`src/include/img_cfg_addr.svh`:
```
// configuration register map of the image buffer
// included inside img_buf_pkg after cfg_addr_t is declared
// registers are write only and cannot be read back
`ifndef IMG_CFG_ADDR_SVH
`define IMG_CFG_ADDR_SVH

// data bit 0 picks the bank and each write requests one transfer
localparam cfg_addr_t CFG_IMG_WR    = 4'd0;
localparam cfg_addr_t CFG_IMG_RD    = 4'd1;

// image lengths in memory words and in output groups
localparam cfg_addr_t CFG_WR_WORDS  = 4'd2;
localparam cfg_addr_t CFG_RD_GROUPS = 4'd3;

`endif

```
`src/hw/img_buf_pkg.sv`:
```
// shared widths, default parameters and register map of the image buffer
// the register addresses come from img_cfg_addr.svh on the include path
// defaults must keep DEPTH_NB/GROUP_NB a power of two
`default_nettype none

package img_buf_pkg;

    typedef logic [31:0] cfg_data_t;
    typedef logic [3:0]  cfg_addr_t;

    // two banks give the ping-pong between writer and reader
    localparam int BANK_NB = 2;

    typedef logic [$clog2(BANK_NB)-1:0] bank_t;

    localparam int DEF_STR_WIDTH  = 32;
    localparam int DEF_PIX_WIDTH  = 8;
    localparam int DEF_DEPTH_NB   = 8;
    localparam int DEF_GROUP_NB   = 4;
    localparam int DEF_MEM_AWIDTH = 6;

    // one cycle in the bank and one in the bank selector
    localparam int DEF_RD_LATENCY = 2;

    `include "img_cfg_addr.svh"

endpackage

`default_nettype wire

```
`src/hw/image_writer.sv`:
```
// stores one image of CFG_WR_WORDS memory words from address zero
// a transfer starts on the start level while idle and ends after the last word
// the word count must be nonzero and at most 2**MEM_AWIDTH
`default_nettype none

module image_writer #(
    parameter int PIX_WIDTH  = img_buf_pkg::DEF_PIX_WIDTH,
    parameter int DEPTH_NB   = img_buf_pkg::DEF_DEPTH_NB,
    parameter int MEM_AWIDTH = img_buf_pkg::DEF_MEM_AWIDTH
) (
    input  wire                           clk,
    input  wire                           rst,
    input  wire  img_buf_pkg::cfg_data_t  cfg_data_i,
    input  wire  img_buf_pkg::cfg_addr_t  cfg_addr_i,
    input  wire                           cfg_valid_i,
    input  wire                           start_i,
    output logic                          idle_o,
    input  wire  [PIX_WIDTH*DEPTH_NB-1:0] word_data_i,
    input  wire                           word_val_i,
    output logic                          word_rdy_o,
    output logic                          wr_val_o,
    output logic [MEM_AWIDTH-1:0]         wr_addr_o,
    output logic [PIX_WIDTH*DEPTH_NB-1:0] wr_data_o
);

    import img_buf_pkg::*;

    typedef enum logic {WR_IDLE, WR_ACTIVE} wr_state_t;
    typedef logic [MEM_AWIDTH:0] word_cnt_t;

    wr_state_t state_q;
    word_cnt_t words_q;
    word_cnt_t cnt_q;
    logic      word_take;

    assign idle_o     = (state_q == WR_IDLE);
    assign word_rdy_o = (state_q == WR_ACTIVE);
    assign word_take  = word_val_i && word_rdy_o;

    always_ff @(posedge clk) begin
        if (rst) begin
            words_q <= '0;
        end else if (cfg_valid_i && (cfg_addr_i == CFG_WR_WORDS)) begin
            words_q <= word_cnt_t'(cfg_data_i);
        end
    end

    always_ff @(posedge clk) begin
        if (rst) begin
            state_q  <= WR_IDLE;
            cnt_q    <= '0;
            wr_val_o <= 1'b0;
        end else begin
            wr_val_o <= word_take;
            case (state_q)
                WR_IDLE: begin
                    if (start_i) begin
                        state_q <= WR_ACTIVE;
                        cnt_q   <= '0;
                    end
                end
                WR_ACTIVE: begin
                    if (word_take) begin
                        cnt_q <= cnt_q + 1'b1;
                        if (cnt_q == words_q - 1'b1) begin
                            state_q <= WR_IDLE;
                        end
                    end
                end
                default: state_q <= WR_IDLE;
            endcase
        end
    end

    always_ff @(posedge clk) begin
        if (word_take) begin
            wr_addr_o <= cnt_q[MEM_AWIDTH-1:0];
            wr_data_o <= word_data_i;
        end
    end

    // writes stay inside the configured image
    assert property (@(posedge clk) disable iff (rst)
        wr_val_o |-> (word_cnt_t'(wr_addr_o) < words_q));

endmodule

`default_nettype wire

```
`config.mk`:
```
export PLATFORM = sky130hd
export DESIGN_NAME = image_writer
export DESIGN_NICKNAME = d
export VERILOG_FILES = /design/src/hw/img_buf_pkg.sv /design/src/hw/image_writer.sv
export VERILOG_INCLUDE_DIRS = /design/src /design/src/include
export SDC_FILE = /design/constraint.sdc
export NUM_CORES = 1
export LEC_CHECK = 0
export BUFFER_PORTS_ARGS = -buffer_cell sky130_fd_sc_hd__buf_2
export CAP_MARGIN = 20
export CORE_UTILIZATION = 43
export CTS_CLUSTER_SIZE = 20
export DETAILED_ROUTE_END_ITERATION = 8
export GPL_ROUTABILITY_DRIVEN = 0
export HOLD_SLACK_MARGIN = 0.03
export PLACE_DENSITY = 0.8
export SKIP_LAST_GASP = 1
export SLEW_MARGIN = 20
export SYNTH_ARGS = -nofsm -noshare
export SYNTH_HDL_FRONTEND = slang
export SYNTH_SLANG_ARGS = --single-unit
```
`constraint.sdc`:
```
create_clock -name clk -period 2.7 [get_ports clk]
set_input_delay 0.27 -clock clk [delete_from_list [all_inputs] [get_ports clk]]
set_output_delay 0.27 -clock clk [all_outputs]
set_load 0.02 [all_outputs]
```
* Word-level counts from Yosys, hierarchy flattened *
Index checks and enable logic that the tools add are counted.

operators by class
  bitwise operators = 1
  reduce and logical (&&, ||, !) cells = 3
  muxes and demuxes = 7
  equal/unequal tests = 4
  add/subtract/negate cells = 2

operators with widths
  cell                                                                 count
  7-bit 2-to-1 mux                                                     2
  7-bit one-hot mux with 2 select lines                                1
  7-bit by 1-bit adder with 7-bit output (second input constant)       1
  7-bit == test                                                        1
  7-bit by 1-bit subtractor with 7-bit output (second input constant)  1
  4-bit by 2-bit == test with 1-bit output (second input constant)     1
  1-bit 2-to-1 mux                                                     3
  1-bit logical AND                                                    2
  2-bit by 1-bit != test with 1-bit output (second input constant)     1
  2-bit != test (second input constant)                                1
  1-bit one-hot mux with 2 select lines                                1
  2-bit AND reduction                                                  1
  1-bit inverter                                                       1

word-level totals
  word-level logic and storage cells = 23
  bits of input ports = 105
  register bits after elaboration = 86
  output and inout port bits = 73

* Logic depth before layout (Yosys ltp) *
Gate-level depths: netlist of run 1.

  word-level depth = 5
  gate-level depth with buffers = 7
  gate-level depth less buffers = 7

* Least setup slack after synthesis of run 1 *
No wires, ideal clock.

  kind = register to register
  from = register state_q, in the netlist word_rdy_o
  to = register cnt_q[5]
  library setup time = 71 ps
  period minus slack after synthesis = 2417 ps
  cell stages (with the launch flop) = 6
  data arrival time = 2347 ps
  path slack = 283 ps
  path buffers = 1
  cell sequence = dfxtp_1 and2_1 buf_2 nand4_1 or3_1 a21oi_1

between the ends
  longest elaborated chain between the ends = 3

ends and longest elaborated chain
  what                                                RTL line            source
  start, declared                                     image_writer.sv:31  wr_state_t state_q;
  start signal, assigned                              image_writer.sv:50  state_q <= WR_IDLE;
  start signal, assigned                              image_writer.sv:58  state_q <= WR_ACTIVE;
  start signal, assigned                              image_writer.sv:66  state_q <= WR_IDLE;
  1-bit logical AND                                   image_writer.sv:38  assign word_take = word_val_i && word_rdy_o;
  net word_take                                       image_writer.sv:34  logic word_take;
  2-bit by 1-bit != test with 1-bit output (no line)  -
  2-bit AND reduction (no line)                       -
  end signal, assigned                                image_writer.sv:64  cnt_q <= cnt_q + 1'b1;
  end, declared                                       image_writer.sv:33  word_cnt_t cnt_q;

The timed path passes the listed nets, and every way through them passes these cells.
A chain may end at the register's enable or synchronous reset.

* Final worst setup path of run 1 *
  from = register words_q[0]
  to = register state_q, in the netlist word_rdy_o

between the ends
  longest elaborated chain between the ends = 5

ends and longest elaborated chain
  what                                         RTL line            source
  start, declared                              image_writer.sv:32  word_cnt_t words_q;
  start signal, assigned                       image_writer.sv:44  words_q <= word_cnt_t'(cfg_data_i);
  7-bit by 1-bit subtractor with 7-bit output  image_writer.sv:65  if (cnt_q == words_q - 1'b1) begin
  7-bit == test                                image_writer.sv:65
  1-bit 2-to-1 mux                             image_writer.sv:65
  1-bit 2-to-1 mux                             image_writer.sv:63  if (word_take) begin
  1-bit one-hot mux with 2 select lines        image_writer.sv:55  case (state_q)
  end signal, assigned                         image_writer.sv:58
  end signal, assigned                         image_writer.sv:66
  end signal, assigned                         image_writer.sv:70  default: state_q <= WR_IDLE;

Every way passes these cells.

==> results of run 1 <==
==> worst max-delay path: cells and delay by family (launching register included) <==
family	cells	cell delay [ns]
and+or+nand+nor	1	0.34
xor gates and xnor gates	1	0.17
DFF	1	0.43
buffers and inverters	1	0.07
AOI/OAI and AO/OA	2	0.41
adders and majority gates	1	0.26
==> worst min path at each step <==
stage	depth (start not counted)	slack [ns]	endpoint	start
5_1_grt	1	0.07	wr_data_o[52]	word_data_i[52]
6_report	1	0.09	wr_data_o[3]	word_data_i[3]
4_1_cts	1	0.08	wr_data_o[52]	word_data_i[52]
3_5_place_dp	1	0.45	wr_data_o[16]	word_data_i[16]
3_3_place_gp	1	0.45	wr_data_o[7]	word_data_i[7]
2_1_floorplan	1	0.34	cnt_q[3]	rst
==> power breakdown <==
group / switching [mW] / internal (mW)
logic: 0.117 / 0.0774
registers: 0.0134 / 1.48
clock network: 0.454 / 0.530
total: 0.585 / 2.09
==> state kept, by name (all words and copies together), names as in the netlist <==
register and cells:
cnt_q 7, word_rdy_o 1, wr_addr_o 6, wr_val_o 1
wr_data_o 64, words_q 7
==> layout make-up <==
| class | instances | area [um^2] |
|---|---|---|
| Fill cell | 481 | 2451 |
| Sequential cell | 86 | 2422 |
| Timing Repair Buffer | 153 | 768.2 |
| Multi-Input combinational cell | 75 | 520.5 |
| Clock buffer | 10 | 127.6 |
| Tap cell | 77 | 96.34 |
| Clock inverter | 6 | 93.84 |
| Inverter | 4 | 15.01 |
==> stage by stage <==
stage	power, mW	cell area (um^2)	utilization	worst slack, ns
floorplan	1.617	2968	-	0.2827
global placement	1.716	3822	0.5885	0.9085
global route	2.773	4044	0.6226	0.7766
finish	2.674	4044	0.6226	0.8996
detailed placement	1.723	3822	0.5885	0.9071
CTS	2.698	4044	0.6226	0.8901
==> logic make-up (layout without fill, tap and decap cells) <==
logic type | Yosys count | in the layout | share of synthesized area
adders and majority gates | 2 | 2 | 0.008430
AOI/OAI and AO/OA | 18 | 18 | 0.04005
DFF | 86 | 86 | 0.8162
buffers and inverters | 7 | 173 | 0.009273
muxes | 8 | 8 | 0.02698
and+or+nand+nor | 37 | 37 | 0.06703
xor gates and xnor gates | 10 | 10 | 0.03204
==> per-layer routing <==
| metal | vias to the layer above | global-route usage | part of all wire |
|---|---|---|---|
| met3 | 8 | 0.06809 | 0.10 |
| met5 | - | 0 | 0 |
| met2 | 106 | 0.3182 | 0.52 |
| li1 | 958 | - | - |
| met4 | 0 | 0.06009 | 0.0071 |
| met1 | 914 | 0.1988 | 0.38 |
==> cell usage in the layout (no fill, tap or decap), types with 3 or more instances in the layout <==
cell	count
clkbuf_8	9
buf_2	152
nand4_1	4
nand2_1	4
dfxtp_1	16
nand3_1	3
inv_1	4
xor2_1	4
xnor2_1	5
mux2i_1	8
nor2_1	12
edfxtp_1	70
a21oi_1	4
==> results_dict.tcl, run 1 <==
set metrics [dict create \
    vias 1986 \
    ff2ff_setup_slack_ns 0.90 \
    drt-initial-drc-count 57 \
    antenna_cells 0 \
    grt_antenna_before_repair 0 \
    synth_ff_type "edfxtp_1" \
    status "finished clean" \
    postSynthCellCount 168 \
    area_growth_pct 36.26 \
    cp.required_ns 2.92 \
    postSynthAreaPerCell_um2 17.67 \
    post-route-period-util 0.6668 \
    clock.fmax_ghz 0.5554 \
    netlist_area_um2 2968 \
    rsz0062_at_grt "false" \
    slowest_delay_ns 0.43 \
    clock_latency_ns 0.34 \
    nets 436 \
    synthTopCellsByArea "edfxtp_1, dfxtp_1, mux2i_1, nor2_1, xnor2_1" \
    tns_ns 0 \
    cts_resized 0 \
    async_reset_ff_frac 0 \
    drc 0 \
    place_inst 395 \
    fin_hold_ws_ns 0.09313 \
    p_per_area_nw_per_um2 661.2 \
    yosysTopAreaCellShare 0.7083 \
    dieArea_um2 7239 \
    synthesis.nets 275 \
    cts_sinks 86 \
    clock_path_buffers 2 \
    start_kind "flop" \
    grt_pass1_wl_um 9611 \
    fin_crit_ns 1.800 \
    via_per_inst 4.832 \
    io_buffers 152 \
    path_cells "inv_1, ha_1, xor2_1, or3_1, a221oi_1, a211oi_1" \
    grt_pass1_vias 1876 \
    h-tree-depth 3 \
    stdcell_count 411 \
    clk_pin_slew_ns 0.09 \
    cts_setup_buffers 0 \
    p_leak_nw 1.650 \
    ant_nets 0 \
    wirelength_um 6369 \
    clock_skew_ns 0.005157 \
    yosysTopAreaCell "edfxtp_1" \
    dieHeight_um 85.08 \
    hold_viol 0 \
    setup.worst_path.end "word_rdy_o" \
    cts_buffers 9 \
    start_util 0.4569 \
    grt-ovfl-total 0 \
    cts_tree "done" \
    num_rows 29 \
    cp-end-kind "flop" \
    hold_path_class "in -> reg" \
    reg2reg_depth 6 \
    yosysSeqAreaShare 0.8162 \
    die_x_um 85.08 \
    cp_max_fo 5 \
    drv_slew 0 \
    ir_drop_v 0.0003166 \
    core_area_um2 6495 \
    synth_most_common_cell "edfxtp_1" \
    ys_ff_latch 86 \
    hpwl_um 4750 \
    ys_top_cells_by_count "edfxtp_1, dfxtp_1, nor2_1, mux2i_1, xnor2_1" \
    cp-startpoint "words_q[0]" \
    cp_slowest_cell "dfxtp_1" \
    hold_buffers 0 \
    grt_max_degree 65 \
    regToRegStartpoint "words_q[0]" \
    worstReg2RegEnd "word_rdy_o" \
    first_pass_iters 4 \
    yosys.cell_types.count 36 \
    critical_path_class "reg -> reg" \
    track_usage 0.1797 \
    synth_edf_count 70 \
    worst_pin_slew_ns 0.7644 \
    setup-violations-final 0 \
    io_pins 178 \
    max_slew_margin 0.4904 \
    wl_per_cell_um 15.50 \
    yosys_warnings 0 \
    maxCapViolCount 0 \
    drive_gt1_frac 0.5180 \
    clock-root-buffer "clkbuf_8" \
    cp.arrival_ns 2.02 \
]
(Power assumes the default switching activity.)
==> run 2: changes to the inputs <==
==> constraint.sdc (replaced) <==
create_clock -name clk -period 1.77 [get_ports clk]
set_input_delay 0.177 -clock clk [delete_from_list [all_inputs] [get_ports clk]]
set_output_delay 0.177 -clock clk [all_outputs]
set_load 0.02 [all_outputs]
==> run 2 against run 1 <==
  * Critical endpoint unchanged
  * Global-route usage up 4.7 points
  * Sequential share of layout area fell by 8.2 points
  * Critical path type unchanged
  * Combinational power rose by 120%
  * Largest cell class unchanged
==> results_dict.tcl, run 2 (synthesis results as in run 1) <==
set metrics [dict create \
    fin_crit_ns 1.609 \
    grt_pass1_vias 2241 \
    cp_slowest_cell "or3_1" \
    critical_path_class "reg -> reg" \
    grt_antenna_before_repair 0 \
    cpLargestDelayFamily "compound AO/OA/AOI/OAI gates" \
    path_cells "inv_1, ha_2, xor2_1, or3_1, a221oi_1, a211oi_1" \
    cts_setup_buffers 0 \
    clkPwrFrac 0.314 \
    regToRegStartpoint "words_q[0]" \
    ff2ff_setup_slack_ns 0.16 \
    grt-ovfl-total 0 \
    hold_depth 3 \
    cts_tree "done" \
    cts_sinks 86 \
    max_slew_margin 0.7445 \
    post-route-period-util 0.9093 \
    hpwl_um 4699 \
    p_comb_frac 0.109 \
    p_leak_nw 1.921 \
    wl_per_cell_um 16.45 \
    status "finished clean" \
    regMostFlops "wr_data_o" \
    hp-start "cfg_data_i[5]" \
    most-common-layout-cells "buf_2, edfxtp_1, dlygate4sd3_1" \
    io_buffers 152 \
    p_seq_frac 0.577 \
    hold_viol 0 \
    dieHeight_um 85.08 \
    vias 2308 \
    drv_slew 0 \
    cp_max_fo 5 \
    core_area_um2 6495 \
    hold_path_end "words_q[5]" \
    grt_pass1_wl_um 12000 \
    dieArea_um2 7239 \
    drive_gt1_frac 0.4453 \
    clock-root-buffer "clkbuf_8" \
    track_usage 0.2265 \
    cp-startpoint "words_q[0]" \
    reg2reg_depth 6 \
    fin_ws_ns 0.1606 \
    critical_path_buf_inv_count 1 \
    largest_register_ffs 64 \
    clock.fmax_ghz 0.6214 \
    wirelength_um 7880 \
    tns_ns 0 \
    p_per_area_nw_per_um2 843.3 \
    cp-end-kind "flop" \
    worst_pin_slew_ns 0.3830 \
    cp.arrival_ns 1.83 \
    reg.largest.list "wr_data_o (64), cnt_q (7), words_q (7)" \
    final_common_cell "buf_2" \
    p_switching_mw 0.9493 \
    clock_skew_ns 0.008382 \
    ant_nets 0 \
    cp.required_ns 1.99 \
    pre_cts_slack_ns 0.1081 \
    hold_path_class "in -> reg" \
    area_growth_pct 58.01 \
    start_kind "flop" \
    ir_drop_v 0.0004794 \
    clock_path_buffers 2 \
    h-tree-depth 3 \
    worstReg2RegEnd "word_rdy_o" \
    num_rows 29 \
    grt_max_degree 50 \
    drt-initial-drc-count 57 \
    clk_pin_slew_ns 0.09 \
    nets 504 \
    clock_latency_ns 0.34 \
    start_util 0.4569 \
    maxCapViolCount 0 \
    antenna_cells 0 \
    drc 0 \
    slowest_delay_ns 0.35 \
    via_per_inst 4.818 \
    cts_buffers 9 \
    rsz0062_at_grt "false" \
    netSwitchingFraction 0.2400 \
    p_int_mw 3.005 \
    die_x_um 85.08 \
    setup-violations-final 0 \
    first_pass_iters 4 \
    io_pins 178 \
    fill_cells 413 \
]
## run 2: cell count changes in the layout (fill, tap and decap cells not counted), sizes merged
cell,previous run,this run
inv,6,7
dlygate4sd3,0,64
buf,153,157
clkinv,1,2
clkbuf,10,9
bufinv,2,0
clkinvlp,1,2
## run 2: layout make-up
cell class / instances / area, um^2 / share of cell area
Clock buffer: 9 / 123.9 / 0.02641
Timing Repair Buffer: 221 / 1451 / 0.3095
Sequential cell: 86 / 2422 / 0.5165
Clock inverter: 7 / 57.56 / 0.01227
Inverter: 4 / 15.01 / 0.003202
Multi-Input combinational cell: 75 / 523.0 / 0.1115
Tap cell: 77 / 96.34 / 0.02054
## run 2: layer usage
layer  track usage  wire [um]  up-vias
li1              -          -     1099
met1        0.2582       2914     1076
met2        0.4010       4105      118
met3       0.07393        707       15
met4       0.07704        153        0
met5             0          0        -
## run 2: worst max-delay path by stage
| stage | to | slack, ns | depth (start not counted) |
|---|---|---|---|
| CTS | word_rdy_o | 0.08 | 6 |
| floorplan | cnt_q[5] | 0.03 | 5 |
| finish | word_rdy_o | 0.16 | 6 |
| global route | word_rdy_o | 0.02 | 6 |
| global placement | word_rdy_o | 0.13 | 6 |
| detailed placement | word_rdy_o | 0.11 | 6 |
## run 2: per-stage QoR
step / std cells / area, um^2 / hold WS [ns] / power, mW / utilization
after floorplan: 168 / 2983 / 0.2461 / 2.469 / -
after global placement: 399 / 3865 / 0.3536 / 2.621 / 0.5951
after detailed placement: 399 / 3865 / 0.3553 / 2.632 / 0.5951
after CTS: 479 / 4687 / 0.04588 / 3.987 / 0.7216
after global routing: 479 / 4690 / 0.07038 / 4.110 / 0.7220
final: 479 / 4690 / 0.06569 / 3.955 / 0.7220
## run 2: worst reg2reg max path, delay by kind of cell (launching register included)
family / cells / cell delay [ns]
and+or+nand+nor: 1 / 0.35
xor gates and xnor gates: 1 / 0.16
buffers and inverters: 1 / 0.05
AOI/OAI and AO/OA: 2 / 0.39
DFF: 1 / 0.34
adders and majority gates: 1 / 0.21
## run 2: power by group through the flow
stage | registers (mW) | clock network [mW] | logic [mW]
floorplan | 2.41 | 0 | 0.0625
global placement | 2.32 | 0 | 0.298
detailed placement | 2.33 | 0 | 0.307
CTS | 2.28 | 1.29 | 0.421
global route | 2.29 | 1.36 | 0.458
finish | 2.28 | 1.24 | 0.430
## run 2: repair_timing
| action | 4_1_cts | 5_1_grt |
|---|---|---|
| setup endpoints to repair | 0 | 1 |
| endpoints found under the hold margin | 64 | 0 |
| gates resized for setup | 0 | 1 |
| hold buffers | 64 | 0 |
==> run 3: changes to the inputs <==
--- a/config.mk
+++ b/config.mk
@@ -6,6 +6,7 @@
 export SDC_FILE = /design/constraint.sdc
 export NUM_CORES = 1
 export LEC_CHECK = 0
+export ABC_AREA = 1
 export BUFFER_PORTS_ARGS = -buffer_cell sky130_fd_sc_hd__buf_2
 export CAP_MARGIN = 20
 export CORE_UTILIZATION = 43
@@ -13,7 +14,7 @@
 export DETAILED_ROUTE_END_ITERATION = 8
 export GPL_ROUTABILITY_DRIVEN = 0
 export HOLD_SLACK_MARGIN = 0.03
-export PLACE_DENSITY = 0.8
+export PLACE_DENSITY = 0.79
 export SKIP_LAST_GASP = 1
 export SLEW_MARGIN = 20
 export SYNTH_ARGS = -nofsm -noshare
==> run 3 against run 2 <==
  * Die area rose by 1.6%
  * Worst hold slack got worse by 0.019 ns
  * Critical path depth rose by 6
  * Final cell count rose by 12%
  * Critical endpoint unchanged
==> results_dict.tcl, run 3 <==
set metrics [dict create \
    status "finished clean" \
    multiInputGateArea_um2 520.5 \
    via_per_inst 4.628 \
    hpwl_um 4871 \
    max_slew_margin 0.8033 \
    clk_pin_slew_ns 0.09 \
    synth_compound_area_frac 0.04232 \
    yosysTopAreaCellShare 0.6971 \
    drc 0 \
    synthMuxAreaShare 0 \
    reg2reg_depth 12 \
    grt_pass1_wl_um 12360 \
    ff2ff_setup_slack_ns 0.22 \
    p_switching_mw 0.9925 \
    netlist_area_um2 3015 \
    die_x_um 85.74 \
    regMostFlops "wr_data_o" \
    setup-violations-final 0 \
    yosys_warnings 0 \
    ir_drop_v 0.0004587 \
    clock_path_buffers 2 \
    start_util 0.4438 \
    clock-root-buffer "clkbuf_8" \
    io_pins 178 \
    reg.largest.list "wr_data_o (64), cnt_q (7), words_q (7)" \
    first_pass_iters 6 \
    rsz0062_at_grt "false" \
    hold_viol 0 \
    cts_tree "done" \
    async_reset_ff_frac 0 \
    fin_util 0.6994 \
    hold_path_class "in -> reg" \
    vias 2476 \
    ys_ff_latch 86 \
    cts_resized 0 \
    p_comb_frac 0.116 \
    ff_latch_area_um2 2426 \
    clock_skew_ns 0.007788 \
    cts_sinks 86 \
    nets 541 \
    worstReg2RegEnd "word_rdy_o" \
    grt_antenna_before_repair 0 \
    largest_register_ffs 64 \
    clock.fmax_ghz 0.6463 \
    antenna_cells 0 \
    synth_edf_count 70 \
    postSynthCellCount 207 \
    critical_path_class "reg -> reg" \
    grt-ovfl-total 0 \
    synthTopCellsByArea "edfxtp_1, dfxtp_1, nand2_1, inv_1, nor2_1" \
    cts_buffers 9 \
    track_usage 0.2287 \
    dieHeight_um 85.74 \
    tns_ns 0 \
    synthXorXnorAreaFrac 0.01743 \
    yosysTopAreaCell "edfxtp_1" \
    wl_per_cell_um 15.73 \
    drt-initial-drc-count 140 \
    postSynthAreaPerCell_um2 14.57 \
    p_int_mw 3.017 \
    maxCapViolCount 0 \
    synth_top_family_by_area "simple AND/OR/NAND/NOR gates" \
    cp-startpoint "words_q[0]" \
    cp-end-kind "flop" \
    fill_cells 453 \
    p_seq_frac 0.572 \
    wirelength_um 8415 \
    drive_gt1_frac 0.4100 \
    grt_max_degree 50 \
    setup.worst_path.end "word_rdy_o" \
    p_per_area_nw_per_um2 843.8 \
    synth_ff_type "edfxtp_1" \
    most-common-layout-cells "buf_2, edfxtp_1, dlygate4sd3_1" \
    regToRegStartpoint "words_q[0]" \
    cp.required_ns 2.00 \
    synth_simple_gate_area_frac 0.1021 \
    fin_crit_ns 1.547 \
    clkPwrFrac 0.313 \
    final_common_cell "buf_2" \
    num_rows 30 \
    synthAdderAreaFrac 0.008299 \
    ant_nets 0 \
    fin_hold_ws_ns 0.04640 \
    yosysSeqAreaShare 0.8033 \
    ys_top_cells_by_count "edfxtp_1, nand2_1, inv_1, nor2_1, dfxtp_1" \
    synth_most_common_cell "edfxtp_1" \
    worst_pin_slew_ns 0.2948 \
    io_buffers 152 \
    clock_latency_ns 0.34 \
    area_growth_pct 57.59 \
    synthesis.nets 314 \
    p_leak_nw 2.041 \
    post-route-period-util 0.8742 \
    yosys.cell_types.count 26 \
    dieArea_um2 7351 \
    h-tree-depth 3 \
    start_kind "flop" \
    netSwitchingFraction 0.2475 \
    drv_slew 0 \
    core_area_um2 6794 \
    grt_pass1_vias 2433 \
    cp_max_fo 5 \
    cp.arrival_ns 1.78 \
]
-- run 3: changes by cell type in the layout (fill, tap and decap cells not counted), sizes merged, moves of 3 or more --
cell,before,now
inv,7,21
nor2,13,20
nand2,4,38
mux2i,8,0
nand4,4,1
o21ai,2,9
a21oi,4,9
buf,157,154
nand3,3,8
-- run 3: worst min-delay path by stage --
stage	from	to	slack, ns	cells past startpoint
after floorplan	rst	word_rdy_o	0.23	1
after global placement	word_data_i[63]	wr_data_o[63]	0.35	1
after detailed placement	word_data_i[24]	wr_data_o[24]	0.36	1
after CTS	word_data_i[34]	wr_data_o[34]	0.03	1
after global routing	word_data_i[34]	wr_data_o[34]	0.04	1
final	word_data_i[34]	wr_data_o[34]	0.05	1
-- run 3: stage by stage --
stage / instances / setup slack [ns] / cell area [um^2] / total power [mW]
after detailed placement: 455 / 0.2638 / 3930 / 2.668
after CTS: 535 / 0.2215 / 4752 / 4.010
final: 535 / 0.2226 / 4752 / 4.010
after floorplan: 207 / -0.1076 / 3030 / 2.499
after global routing: 535 / 0.06599 / 4752 / 4.156
after global placement: 455 / 0.3483 / 3930 / 2.656
-- run 3: area by class of cell --
| cell class | count | area share |
|---|---|---|
| clock inverters | 7 | 0.01211 |
| clock buffers | 9 | 0.02607 |
| well taps | 96 | 0.02528 |
| inverters | 19 | 0.01580 |
| flip-flops and latches | 86 | 0.5105 |
| repair buffers | 218 | 0.3007 |
| multi-input cells | 100 | 0.1095 |
-- run 3: kinds of logic (layout without fill, tap and decap cells) --
kind of cell               count (synthesis)  after routing
DFF                                       86             86
buffers and inverters                     21            253
and+or+nand+nor                           70             70
AOI/OAI and AO/OA                         22             22
adders and majority gates                  2              2
xor gates and xnor gates                   6              6
-- run 3: repair_timing --
item                                   CTS  global route
buffers inserted                         0             0
endpoints found under the hold margin   64             0
hold buffers                            64             0
-- run 3: power by group through the flow --
stage / Clock, mW / Sequential, mW / Combinational, mW
floorplan: 0 / 2.42 / 0.0841
global placement: 0 / 2.33 / 0.326
detailed placement: 0 / 2.33 / 0.335
CTS: 1.27 / 2.29 / 0.451
global route: 1.36 / 2.30 / 0.496
finish: 1.25 / 2.29 / 0.463
-- run 3: routing by layer --
layer | GRT usage | share of wire | vias to the layer above
li1 | - | - | 1180
met1 | 0.2648 | 0.37 | 1144
met3 | 0.06160 | 0.085 | 14
met4 | 0.09697 | 0.021 | 0
met2 | 0.4015 | 0.52 | 138
met5 | 0 | 0 | -
-- run 3: worst max-delay path, cell delays in order, from the launching register on --
cell and delay, ns:
dfxtp_1 0.38, inv_1 0.10, ha_1 0.27, inv_1 0.08, nand2_1 0.07, nand3_1 0.10, nand2_1 0.05, inv_1 0.06
nand2_1 0.06, nor2_1 0.09, nand2_1 0.07, nand2_1 0.07, a21oi_2 0.05
